File: src/verilog/isaPkg.sv
`default_nettype none

package isaPkg;

   // Datapath and register index widths
   localparam int wordW    = 16;
   localparam int regAddrW = 3;

   // Unified memory, byte addressed, word index from bits 8..1
   localparam int memDepth = 256;
   localparam int memIdxW  = $clog2(memDepth);

   // Sequential PC step in bytes
   localparam logic [wordW-1:0] pcStep = 16'd2;

   // Bubble encoding, opcode 00001
   localparam logic [wordW-1:0] nopInstr = 16'h0800;

   // Kept opcodes, instr[15:11]
   typedef enum logic [4:0] {
      opHalt  = 5'b00000,
      opNop   = 5'b00001,
      opJ     = 5'b00100,
      opJr    = 5'b00101,
      opAddi  = 5'b01000,
      opSubi  = 5'b01001,
      opXori  = 5'b01010,
      opAndni = 5'b01011,
      opBeqz  = 5'b01100,
      opBnez  = 5'b01101,
      opBltz  = 5'b01110,
      opBgez  = 5'b01111,
      opSt    = 5'b10000,
      opLd    = 5'b10001,
      opSlbi  = 5'b10010,
      opBtr   = 5'b11001,
      opAluR  = 5'b11011,
      opSeq   = 5'b11100,
      opSlt   = 5'b11101,
      opSle   = 5'b11110,
      opSco   = 5'b11111
   } opcodeT;

   // R-format function field, instr[1:0]
   localparam logic [1:0] fnAdd  = 2'b00;
   localparam logic [1:0] fnSub  = 2'b01;
   localparam logic [1:0] fnXor  = 2'b10;
   localparam logic [1:0] fnAndn = 2'b11;

endpackage

`default_nettype wire
File: src/verilog/pipePkg.sv
`default_nettype none

package pipePkg;
   import isaPkg::*;

   // IF -> ID
   typedef struct packed {
      logic             valid;
      logic [wordW-1:0] instr;
      logic [wordW-1:0] incrPc;
   } fetchToDecodeT;

   // ID -> EX, register values are pre-forwarding
   typedef struct packed {
      logic                valid;
      logic [wordW-1:0]    instr;
      logic [wordW-1:0]    incrPc;
      logic [wordW-1:0]    regA;
      logic [wordW-1:0]    regB;
      logic [regAddrW-1:0] rs;
      logic [regAddrW-1:0] rt;
      logic [regAddrW-1:0] destReg;
      logic                rsUsed;
      logic                rtUsed;
      logic                regWrite;
      logic                memRead;
      logic                memWrite;
      logic                halt;
   } decodeToExecT;

   // EX -> MEM
   typedef struct packed {
      logic                valid;
      logic [wordW-1:0]    result;
      logic [wordW-1:0]    storeData;
      logic [regAddrW-1:0] destReg;
      logic                regWrite;
      logic                memRead;
      logic                memWrite;
      logic                halt;
   } execToMemT;

   // MEM -> WB, also the writeback bus
   typedef struct packed {
      logic                valid;
      logic [regAddrW-1:0] destReg;
      logic                regWrite;
      logic [wordW-1:0]    data;
      logic                halt;
   } memToWbT;

   // One memory port request
   typedef struct packed {
      logic             req;
      logic             write;
      logic [wordW-1:0] addr;
      logic [wordW-1:0] wdata;
   } memReqT;

endpackage

`default_nettype wire

File: src/verilog/fetchStage.sv
`timescale 1ns/1ps
`default_nettype none

module fetchStage import isaPkg::*, pipePkg::*; (
   input  logic             clk,
   input  logic             rstN,
   input  logic             stall,
   input  logic             redirect,
   input  logic [wordW-1:0] newPc,
   input  logic             instrGrant,
   input  logic [wordW-1:0] instrData,
   output memReqT           instrReq,
   output fetchToDecodeT    toDecode
);

   logic [wordW-1:0] pc;
   logic             advance;

   // Only step when the memory gave us the word and nobody holds fetch
   assign advance = instrGrant & ~stall;

   always_ff @(posedge clk or negedge rstN) begin
      if (!rstN) begin
         pc <= '0;
      end else if (redirect) begin
         // Redirect beats any stall
         pc <= newPc;
      end else if (advance) begin
         pc <= pc + pcStep;
      end
   end

   // Read request at PC every cycle, fetch never writes
   assign instrReq.req   = 1'b1;
   assign instrReq.write = 1'b0;
   assign instrReq.addr  = pc;
   assign instrReq.wdata = '0;

   // Lost arbitration or held, send a bubble down
   assign toDecode.valid  = advance;
   assign toDecode.instr  = advance ? instrData : nopInstr;
   assign toDecode.incrPc = pc + pcStep;

endmodule

`default_nettype wire

File: config.mk
export PLATFORM = sky130hd
export DESIGN_NAME = fetchStage
export DESIGN_NICKNAME = d
export VERILOG_FILES = /design/src/verilog/isaPkg.sv /design/src/verilog/pipePkg.sv /design/src/verilog/fetchStage.sv
export SDC_FILE = /design/constraint.sdc
export NUM_CORES = 1
export LEC_CHECK = 0
export BUFFER_PORTS_ARGS = -buffer_cell sky130_fd_sc_hd__buf_2
export CAP_MARGIN = 5
export CORE_UTILIZATION = 40
export CTS_CLUSTER_DIAMETER = 100
export DETAILED_ROUTE_END_ITERATION = 16
export PLACE_DENSITY = 0.8
export SKIP_CTS_REPAIR_TIMING = 1
export SLEW_MARGIN = 0
export SYNTH_ARGS = -nofsm -noshare
export SYNTH_HDL_FRONTEND = slang
export SYNTH_SLANG_ARGS = --single-unit
File: constraint.sdc
create_clock -name clk -period 2.5 [get_ports clk]
set_input_delay 0.125 -clock clk [delete_from_list [all_inputs] [get_ports clk]]
set_output_delay 0.125 -clock clk [all_outputs]
set_load 0.03 [all_outputs]
# After elaboration in Yosys (flattened, before gate mapping)
# Cells that the tools add are included.
# totals
mem_count	0
romBits	0
reg_bits	16
in_bits	37
latchBits	0
wordCells	8
ram_bits	0
output_inout_bits	67
# classes
reduce_logical	1
bitwise_logic	2
addsub	1
n_lt_le_gt_ge	0
div_mod_pow	0
n_mux	3
n_shift	0
eq_ne	0
multipliers	0
# ops
cell	count
16-bit two-way mux	3
16-bit by 2-bit adder with 16-bit output, second input constant	1
2-bit nonzero test	1
1-bit AND	1
1-bit inverter	1

# Logic depth before layout (Yosys ltp)
# Gate-level depths: netlist of the first run.
# depth
ltp_word	4
ltp_mapped	7
ltp_nobuf	5

# Worst setup path after synthesis of the first run
# Ideal clock, no wire load.
# synth_path
path_type	reg-to-output
start	reg pc[1]
end	out toDecode[13] in the netlist's numbering
setup_slack_ps	403
t_arrival_ps	1972
required_ps	2375
path_stages_with_launch	6
n_path_buf	0
cell_sequence	dfrtp_1 ha_1 nand3_1 nor3_2 nand3_1 xnor2_1
# synth_rtl
item	line_no	rtl
from (decl)	fetchStage.sv:16	logic [wordW-1:0] pc;
from (signal assigned)	fetchStage.sv:27	pc <= newPc;
from (signal assigned)	fetchStage.sv:29	pc <= pc + pcStep;
to (decl)	fetchStage.sv:13	output fetchToDecodeT toDecode

==> results.py, run 1 <==
metrics = {
    "outcome": {
        "status": "finished clean",
    },
    "global_routing": {
        "grt_pass1_vias": 1087,
        "track_usage_pct": 16.8,
        "antenna_found_initial": 0,
        "grt_max_degree": 31,
        "grt_pass1_wl_mm": 4.64,
        "grt-ovfl-total": 0,
    },
    "routing": {
        "wl_met3_um": 266,
        "drt-total-wl_mm": 3.15,
        "routedWlPerCell_um": 11.0,
        "drtPass1Iterations": 4,
        "m1WireLength_mm": 1.34,
        "dr.max_layer_used": "met4",
        "drc_errors": 0,
        "wl_met2_mm": 1.47,
        "drt_iter0_markers": 40,
        "via_count": 1301,
        "postRouteAntennaNets": 0,
        "drt-vias-per-instance": 4.53,
    },
    "min_path": {
        "hp-start": "newPc[3]",
        "holdPathStages": 3,
        "hold_end": "pc[3]",
        "hold_path_class": "in2reg",
    },
    "timing": {
        "hold_viol": 0,
        "fin_tns_setup_ns": 0,
        "post-route-min-period_ns": 2.20,
        "skew_ns": 0.00284,
        "fin_ws_ns": 0.304,
        "whs_ns": 0.0412,
        "slew_violations": 0,
        "max_freq_mhz": 455,
        "finalSetupViolCount": 0,
        "rsz0062_at_grt": "false",
        "period_share_pct": 87.8,
    },
    "cells_and_area": {
        "final_common_cell": "buf_2",
        "drive_above_1_share_pct": 41.1,
        "area_growth_pct": 25.8,
        "fin_nets": 281,
        "largest_register": "pc",
        "antenna_cells": 0,
        "stdcell_count": 287,
        "post-route-util_pct": 53.0,
        "largestRegisters": "pc (16)",
        "largest_reg_flops": 16,
        "final_cell_mix": "buf_2 (85), nand2_1 (18), conb_1 (18), xnor2_1 (16), dfrtp_1 (16)",
        "design_area_mm2": 0.00178,
    },
    "place": {
        "routabilityCongestion": 0.776,
        "dp_slack_ns": 0.632,
        "dp_cells": 283,
        "placed_cell_area_mm2": 0.00175,
        "place.port_buffers": 85,
        "dpl.hpwl_mm": 2.46,
    },
    "clocking": {
        "cts.reportedPaths.clkPinSlew_ns": 0.09,
        "insertion_delay_ns": 0.29,
        "cts_buffers": 3,
        "clk_path_buf_depth": 2,
        "cts.htree.levels": 1,
        "tritoncts": "done",
        "root_buffer": "clkbuf_4",
        "numClockSinks": 16,
    },
    "synth": {
        "synthArstFlopShare_pct": 100,
        "synth_edf_count": 0,
        "synthAdderAreaFrac_pct": 0.883,
        "netlist_area_mm2": 0.00142,
        "synthFlopType": "dfrtp_1",
        "ys_seq_area_share_pct": 28.2,
        "synthCells": 168,
        "syn_area_per_cell_um2": 8.44,
        "synthSimpleGateAreaFrac_pct": 30.8,
        "synth-xor-area-share_pct": 16.7,
        "synth_top_family_by_area": "simple AND/OR/NAND/NOR gates",
        "synth-seq-cells": 16,
        "synthMuxAreaShare_pct": 2.29,
        "synth_compound_area_share_pct": 4.94,
        "yosysUniqueCellTypes": 30,
        "ys.warnings.count": 0,
    },
    "worst_setup_path": {
        "r2r_end": "pc[15]",
        "max_stage_delay_ns": 0.51,
        "cp.arrival_ns": 2.07,
        "required_ns": 2.38,
        "r2r_setup_slack_ns": 0.70,
        "cp-start-kind": "flop",
        "critPathMaxFanout": 8,
        "cp_num_buf_inv": 1,
        "crit_path_cell_trace": "ha_1, nand3_2, nor4_1, xor2_1, buf_2",
        "cp_slowest_cell": "dfrtp_1",
        "crit_type": "reg2out",
        "cp-end-kind": "output pin",
        "r2r_cells": 5,
        "critPathTopFamily": "simple AND/OR/NAND/NOR gates",
        "rr_startpoint": "pc[1]",
    },
    "floorplan": {
        "ioPinCount": 104,
        "die_height_um": 61.5,
        "die_area_mm2": 0.00379,
        "start_util_pct": 42.2,
        "coreArea_mm2": 0.00336,
        "dieWidth_um": 61.5,
        "rows": 21,
    },
    "run": {
        "drv_cap": 0,
    },
    "power": {
        "power.density_mw_per_mm2": 475,
        "ir_drop_v": 0.000210,
        "cellLeakagePower_nw": 0.898,
        "total_power_uw": 847,
    },
}
==> kinds of logic after synthesis <==
family          after synthesis
other cells                   2
compound gates               14
mux                           3
xor+xnor                     27
fa+ha+maj                     1
simple gates                 70
buf+inv                      35
flops                        16
==> power by group <==
group          switching, mW  internal [mW]  leakage, nW  total, mW
clock network         0.0779         0.0560       0.0138      0.134
logic                  0.263          0.115        0.691      0.378
registers             0.0519          0.283        0.194      0.335
total                  0.393          0.455        0.898      0.847
==> worst register-to-register path: stages (launching register included) <==
cell     delay, ns
dfrtp_1       0.51
ha_1          0.31
nand3_2       0.18
nor4_2        0.34
xor2_1        0.09
mux2_2        0.26
==> how the worst max path moves through the flow <==
stage | startpoint | to | slack [ns] | depth (start not counted)
global placement | pc[1] | toDecode[15] | 0.73 | 5
CTS | pc[1] | toDecode[15] | 0.30 | 5
detailed placement | pc[1] | toDecode[15] | 0.63 | 5
finish | pc[1] | toDecode[15] | 0.30 | 5
global route | pc[1] | toDecode[13] | 0.18 | 6
floorplan | pc[1] | toDecode[13] | 0.40 | 5
==> Yosys cell counts, types with 3 or more instances <==
cell type / instances / share of area (%)
nand4b_1: 3 / 1.9
o21ai_1: 8 / 2.8
nand2_1: 18 / 4.8
nor3_1: 3 / 1.1
nand4_1: 3 / 1.3
o21ai_0: 6 / 2.1
nand3_1: 4 / 1.4
buf_2: 3 / 1.1
xor2_1: 11 / 6.8
dfrtp_1: 16 / 28
and2_1: 15 / 6.6
xnor2_1: 16 / 9.9
nor4_1: 7 / 3.1
nor2_1: 6 / 1.6
clkbuf_1: 5 / 1.3
buf_4: 20 / 11
nor3_2: 3 / 2.1
clkbuf_2: 3 / 1.1
inv_1: 3 / 0.79
==> final cells by class <==
cell class                 count  area (µm²)
sequential                    16         400
inverter                       3        11.3
timing repair buffer          86         435
clock buffer                   3        22.5
multi-input combinational    133         856
fill                         361        1580
tap                           46        57.6
==> per-layer routing <==
metal	track usage, %	vias up
li1	-	664
met1	20.2	558
met2	28.6	72
met3	2.94	7
met4	8.57	0
met5	0	-
(Power assumes the default switching activity.)
==> run 2: changes to the inputs <==
==> constraint.sdc (replaced) <==
create_clock -name clk -period 2.5 [get_ports clk]
set_input_delay 0.125 -clock clk [delete_from_list [all_inputs] [get_ports clk]]
set_output_delay 0.125 -clock clk [all_outputs]
set_load 0.02 [all_outputs]
==> results.py, run 2 (synthesis gave the netlist of run 1 again) <==
metrics = {
    "place": {
        "dpl.hpwl_mm": 2.51,
        "placed_cell_area_mm2": 0.00175,
        "routabilityCongestion": 0.778,
        "place.port_buffers": 85,
        "dp_slack_ns": 0.682,
    },
    "clocking": {
        "cts.htree.levels": 1,
        "tritoncts": "done",
        "root_buffer": "clkbuf_4",
        "numClockSinks": 16,
        "clk_path_buf_depth": 2,
        "insertion_delay_ns": 0.30,
        "cts_buffers": 3,
        "cts.reportedPaths.clkPinSlew_ns": 0.10,
    },
    "routing": {
        "drt_iter0_markers": 17,
        "drc_errors": 0,
        "drt-vias-per-instance": 4.58,
        "postRouteAntennaNets": 0,
        "drt-total-wl_mm": 3.20,
        "via_count": 1318,
        "drtPass1Iterations": 4,
        "routedWlPerCell_um": 11.1,
    },
    "floorplan": {
        "ioPinCount": 104,
        "dieWidth_um": 61.5,
        "die_height_um": 61.5,
        "coreArea_mm2": 0.00336,
        "start_util_pct": 42.2,
        "die_area_mm2": 0.00379,
        "rows": 21,
    },
    "cells_and_area": {
        "largestRegisters": "pc (16)",
        "antenna_cells": 0,
        "largest_reg_flops": 16,
        "area_growth_pct": 26.7,
        "design_area_mm2": 0.00180,
        "final_common_cell": "buf_2",
        "final_cell_mix": "buf_2 (85), nand2_1 (18), conb_1 (18), xnor2_1 (16), dfrtp_1 (16)",
        "drive_above_1_share_pct": 41.3,
        "fin_nets": 281,
        "largest_register": "pc",
    },
    "global_routing": {
        "grt_pass1_vias": 1085,
        "antenna_found_initial": 0,
        "grt_max_degree": 31,
        "grt-ovfl-total": 0,
        "track_usage_pct": 16.5,
        "grt_pass1_wl_mm": 4.59,
    },
    "worst_setup_path": {
        "cp-end-kind": "output pin",
        "required_ns": 2.38,
        "cp-start-kind": "flop",
        "critPathMaxFanout": 8,
        "max_stage_delay_ns": 0.51,
        "crit_path_cell_trace": "ha_1, nand3_2, nor4_1, xor2_1, buf_2",
        "crit_type": "reg2out",
        "cp_slowest_cell": "dfrtp_1",
        "cp.arrival_ns": 2.03,
    },
    "timing": {
        "hold_viol": 0,
        "max_freq_mhz": 463,
        "skew_ns": 0.00315,
        "fin_tns_setup_ns": 0,
        "finalSetupViolCount": 0,
        "whs_ns": 0.0237,
        "post-route-min-period_ns": 2.16,
        "rsz0062_at_grt": "false",
        "fin_ws_ns": 0.341,
        "period_share_pct": 86.4,
        "slew_violations": 0,
    },
    "min_path": {
        "hold_path_class": "in2reg",
    },
    "power": {
        "cellLeakagePower_nw": 0.905,
        "ir_drop_v": 0.000186,
        "total_power_uw": 831,
        "power.density_mw_per_mm2": 463,
    },
    "outcome": {
        "status": "finished clean",
    },
    "run": {
        "drv_cap": 0,
    },
}
==> run 2: where the power goes <==
part | leakage (nW) | total (mW) | internal [mW] | switching (mW)
combinational | 0.691 | 0.315 | 0.115 | 0.200
clock | 0.0210 | 0.181 | 0.0891 | 0.0918
sequential | 0.194 | 0.335 | 0.283 | 0.0517
total | 0.905 | 0.831 | 0.487 | 0.344
==> run 2: metal layers <==
metal  GRT usage, %  vias up  part of all wire (%)
met5              0        -                     0
met4           8.89        0                   2.1
met3           1.68        5                   7.3
met2           29.3       72                    48
met1           19.5      574                    43
li1               -      667                     -
==> run 2: layout make-up <==
class                           instances  area (µm²)
Fill cell                             344        1570
Multi-Input combinational cell        133         856
Timing Repair Buffer                   86         435
Sequential cell                        16         400
Tap cell                               46        57.6
Clock buffer                            4        36.3
Inverter                                3        11.3
==> run 2: through the flow <==
stage / cells / util [%]
floorplan: 184 / -
global placement: 283 / 52.0
detailed placement: 283 / 52.0
CTS: 287 / 53.1
global route: 288 / 53.4
finish: 288 / 53.4
==> run 2: critical path, delay by kind of cell (launching register included) <==
kind | cells | cell delay [ns]
simple gates | 2 | 0.56
flops | 1 | 0.51
fa+ha+maj | 1 | 0.30
xor+xnor | 1 | 0.18
buf+inv | 1 | 0.18
==> run 2: path summary, 6_finish.rpt <==
kind	slack, ns	cells after the start	to	start
max in group asynchronous	1.98	2	pc[12]	rstN
min in group asynchronous	0.25	2	pc[14]	rstN
max	0.34	5	toDecode[15]	pc[1]
min	0.02	3	pc[7]	newPc[7]
max reg2reg	0.73	5	pc[15]	pc[1]
min reg2reg	0.54	1	pc[0]	pc[0]
==> run 3: changes to the inputs <==
--- a/config.mk
+++ b/config.mk
@@ -5,6 +5,7 @@
 export SDC_FILE = /design/constraint.sdc
 export NUM_CORES = 1
 export LEC_CHECK = 0
+export ABC_AREA = 1
 export BUFFER_PORTS_ARGS = -buffer_cell sky130_fd_sc_hd__buf_2
 export CAP_MARGIN = 5
 export CORE_UTILIZATION = 40
==> results.py, run 3 <==
metrics = {
    "outcome": {
        "status": "finished clean",
    },
    "clocking": {
        "cts.htree.levels": 1,
        "cts.reportedPaths.clkPinSlew_ns": 0.11,
        "insertion_delay_ns": 0.30,
        "numClockSinks": 16,
        "root_buffer": "clkbuf_4",
        "cts_buffers": 3,
        "clk_path_buf_depth": 2,
        "tritoncts": "done",
    },
    "place": {
        "dpl.hpwl_mm": 2.98,
        "dp_cells": 349,
        "routabilityCongestion": 0.798,
        "place.port_buffers": 85,
    },
    "floorplan": {
        "die_area_mm2": 0.00379,
        "dieWidth_um": 61.6,
        "rows": 21,
        "start_util_pct": 42.2,
        "ioPinCount": 104,
        "die_height_um": 61.6,
        "coreArea_mm2": 0.00336,
    },
    "cells_and_area": {
        "fin_nets": 347,
        "final_cell_mix": "buf_2 (85), nand2_1 (57), inv_1 (48), nor2_1 (25), conb_1 (18)",
        "largest_register": "pc",
        "antenna_cells": 0,
        "ff_latch_area_um2": 400,
        "stdcell_count": 354,
        "area_growth_pct": 29.2,
        "largestRegisters": "pc (16)",
        "n_fill_cell": 358,
        "largest_reg_flops": 16,
        "multi_input_area_um2": 721,
        "drive_above_1_share_pct": 32.1,
        "final_common_cell": "buf_2",
    },
    "power": {
        "ir_drop_v": 0.000303,
        "power.density_mw_per_mm2": 475,
        "cellLeakagePower_nw": 1.17,
    },
    "worst_setup_path": {
        "cp_slowest_cell": "dfrtp_1",
        "r2r_end": "pc[11]",
        "max_stage_delay_ns": 0.46,
        "critPathMaxFanout": 6,
        "required_ns": 2.38,
        "critPathTopFamily": "flip-flops",
        "rr_startpoint": "pc[1]",
        "r2r_setup_slack_ns": 1.01,
        "cp-end-kind": "output pin",
        "r2r_cells": 8,
        "cp.arrival_ns": 1.83,
        "crit_path_cell_trace": "ha_1, nand3_1, inv_1, nand3b_1, inv_1, nand2_1, and2_1, buf_2",
        "cp-start-kind": "flop",
        "cp-endpoint": "toDecode[11]",
        "critPathMostFrequentCell": "inv_1",
        "startpoint": "pc[1]",
        "crit_type": "reg2out",
        "cp_num_buf_inv": 3,
        "cp.depth": 8,
    },
    "synth": {
        "netlist_top_cells_area": "dfrtp_1 (28%), nand2_1 (15%), inv_1 (13%)",
        "synth_commonest_cells": "nand2_1 (57), inv_1 (48), nor2_1 (25)",
        "syn_area_per_cell_um2": 6.28,
        "synthArstFlopShare_pct": 100,
        "synth_top_area_share_pct": 28.2,
        "synthFlopType": "dfrtp_1",
        "netlist_area_mm2": 0.00142,
        "synth.most_common_cell": "nand2_1",
        "synth-seq-cells": 16,
        "ys_seq_area_share_pct": 28.2,
        "ys.warnings.count": 0,
        "yosysUniqueCellTypes": 26,
        "synth_edf_count": 0,
        "synthCells": 226,
        "synth_top_cell_by_area": "dfrtp_1",
    },
    "global_routing": {
        "grt_max_degree": 18,
        "grt-ovfl-total": 0,
        "antenna_found_initial": 0,
        "track_usage_pct": 20.8,
        "grt_pass1_wl_mm": 5.91,
        "grt_pass1_vias": 1283,
    },
    "timing": {
        "post-route-min-period_ns": 1.96,
        "slew_violations": 0,
        "hold_viol": 0,
        "rsz0062_at_grt": "false",
        "skew_ns": 0.0115,
        "period_share_pct": 78.3,
        "finalSetupViolCount": 0,
        "fin_tns_setup_ns": 0,
        "max_freq_mhz": 511,
    },
    "routing": {
        "via_count": 1539,
        "drtPass1Iterations": 4,
        "routedWlPerCell_um": 10.5,
        "drt-total-wl_mm": 3.73,
        "postRouteAntennaNets": 0,
        "drt_iter0_markers": 63,
        "drc_errors": 0,
        "drt-vias-per-instance": 4.35,
    },
    "run": {
        "drv_cap": 0,
    },
    "min_path": {
        "hold_path_class": "in2reg",
    },
}
==> run 3: how the worst min path moves through the flow <==
stage                         from      to  slack (ns)  cells after the start
after global routing      newPc[0]   pc[0]        0.04                      3
after floorplan               rstN   pc[0]       -0.17                      0
after global placement        rstN  pc[15]        0.06                      1
final                     newPc[0]   pc[0]        0.03                      3
after CTS                     rstN  pc[13]       -0.27                      1
after detailed placement      rstN  pc[13]        0.06                      1
==> run 3: layout make-up <==
| type | instances | area share [%] |
|---|---|---|
| multi-input combinational | 153 | 39.3 |
| timing repair buffer | 86 | 23.7 |
| sequential | 16 | 21.8 |
| inverter | 49 | 10.0 |
| tap | 46 | 3.14 |
| clock buffer | 4 | 1.98 |
==> run 3: worst reg2reg max path, delay by kind of cell, from the launching register on <==
family,cells,cell delay [ns]
adder cells (fa/ha/maj),1,0.25
buffers and inverters,2,0.22
flip-flops,1,0.46
AND/OR/NAND/NOR,5,0.45
==> run 3: per-stage QoR <==
step | instance area [µm²] | total power, mW | hold WS, ns | utilization (%) | setup slack (ns)
2_1_floorplan | 1480 | 0.588 | -0.171 | - | 0.815
3_3_place_gp | 1790 | 0.687 | 0.0643 | 53.2 | 0.955
3_5_place_dp | 1790 | 0.695 | 0.0578 | 53.2 | 0.858
4_1_cts | 1820 | 0.872 | -0.273 | 54.2 | 0.525
5_1_grt | 1830 | 0.930 | 0.0402 | 54.5 | 0.380
6_report | 1830 | 0.871 | 0.0285 | 54.5 | 0.542
==> run 3: report_power, final <==
part | switching, mW | internal (mW) | leakage (nW)
sequential | 0.0378 | 0.286 | 0.194
combinational | 0.247 | 0.119 | 0.956
clock | 0.0917 | 0.0889 | 0.0210
total | 0.376 | 0.495 | 1.17
==> run 3: routing by layer <==
layer  routed length [µm]  part of all wire, %  vias up  global-route usage (%)
met5                    0                    0        -                       0
met4                   25                 0.67        0                    4.13
met3                  229                  6.1        4                    3.78
met2                 1860                   50       63                    35.2
met1                 1620                   43      673                    27.9
li1                     -                    -      799                       -
==> run 3: logic make-up after synthesis <==
group | after synthesis | synth area share (%)
and+or+nand+nor | 110 | 34.1
buffers and inverters | 73 | 25.3
AOI/OAI and AO/OA | 18 | 7.31
DFF | 16 | 28.2
xor gates and xnor gates | 6 | 3.70
other | 2 | 0.529
adders and majority gates | 1 | 0.881
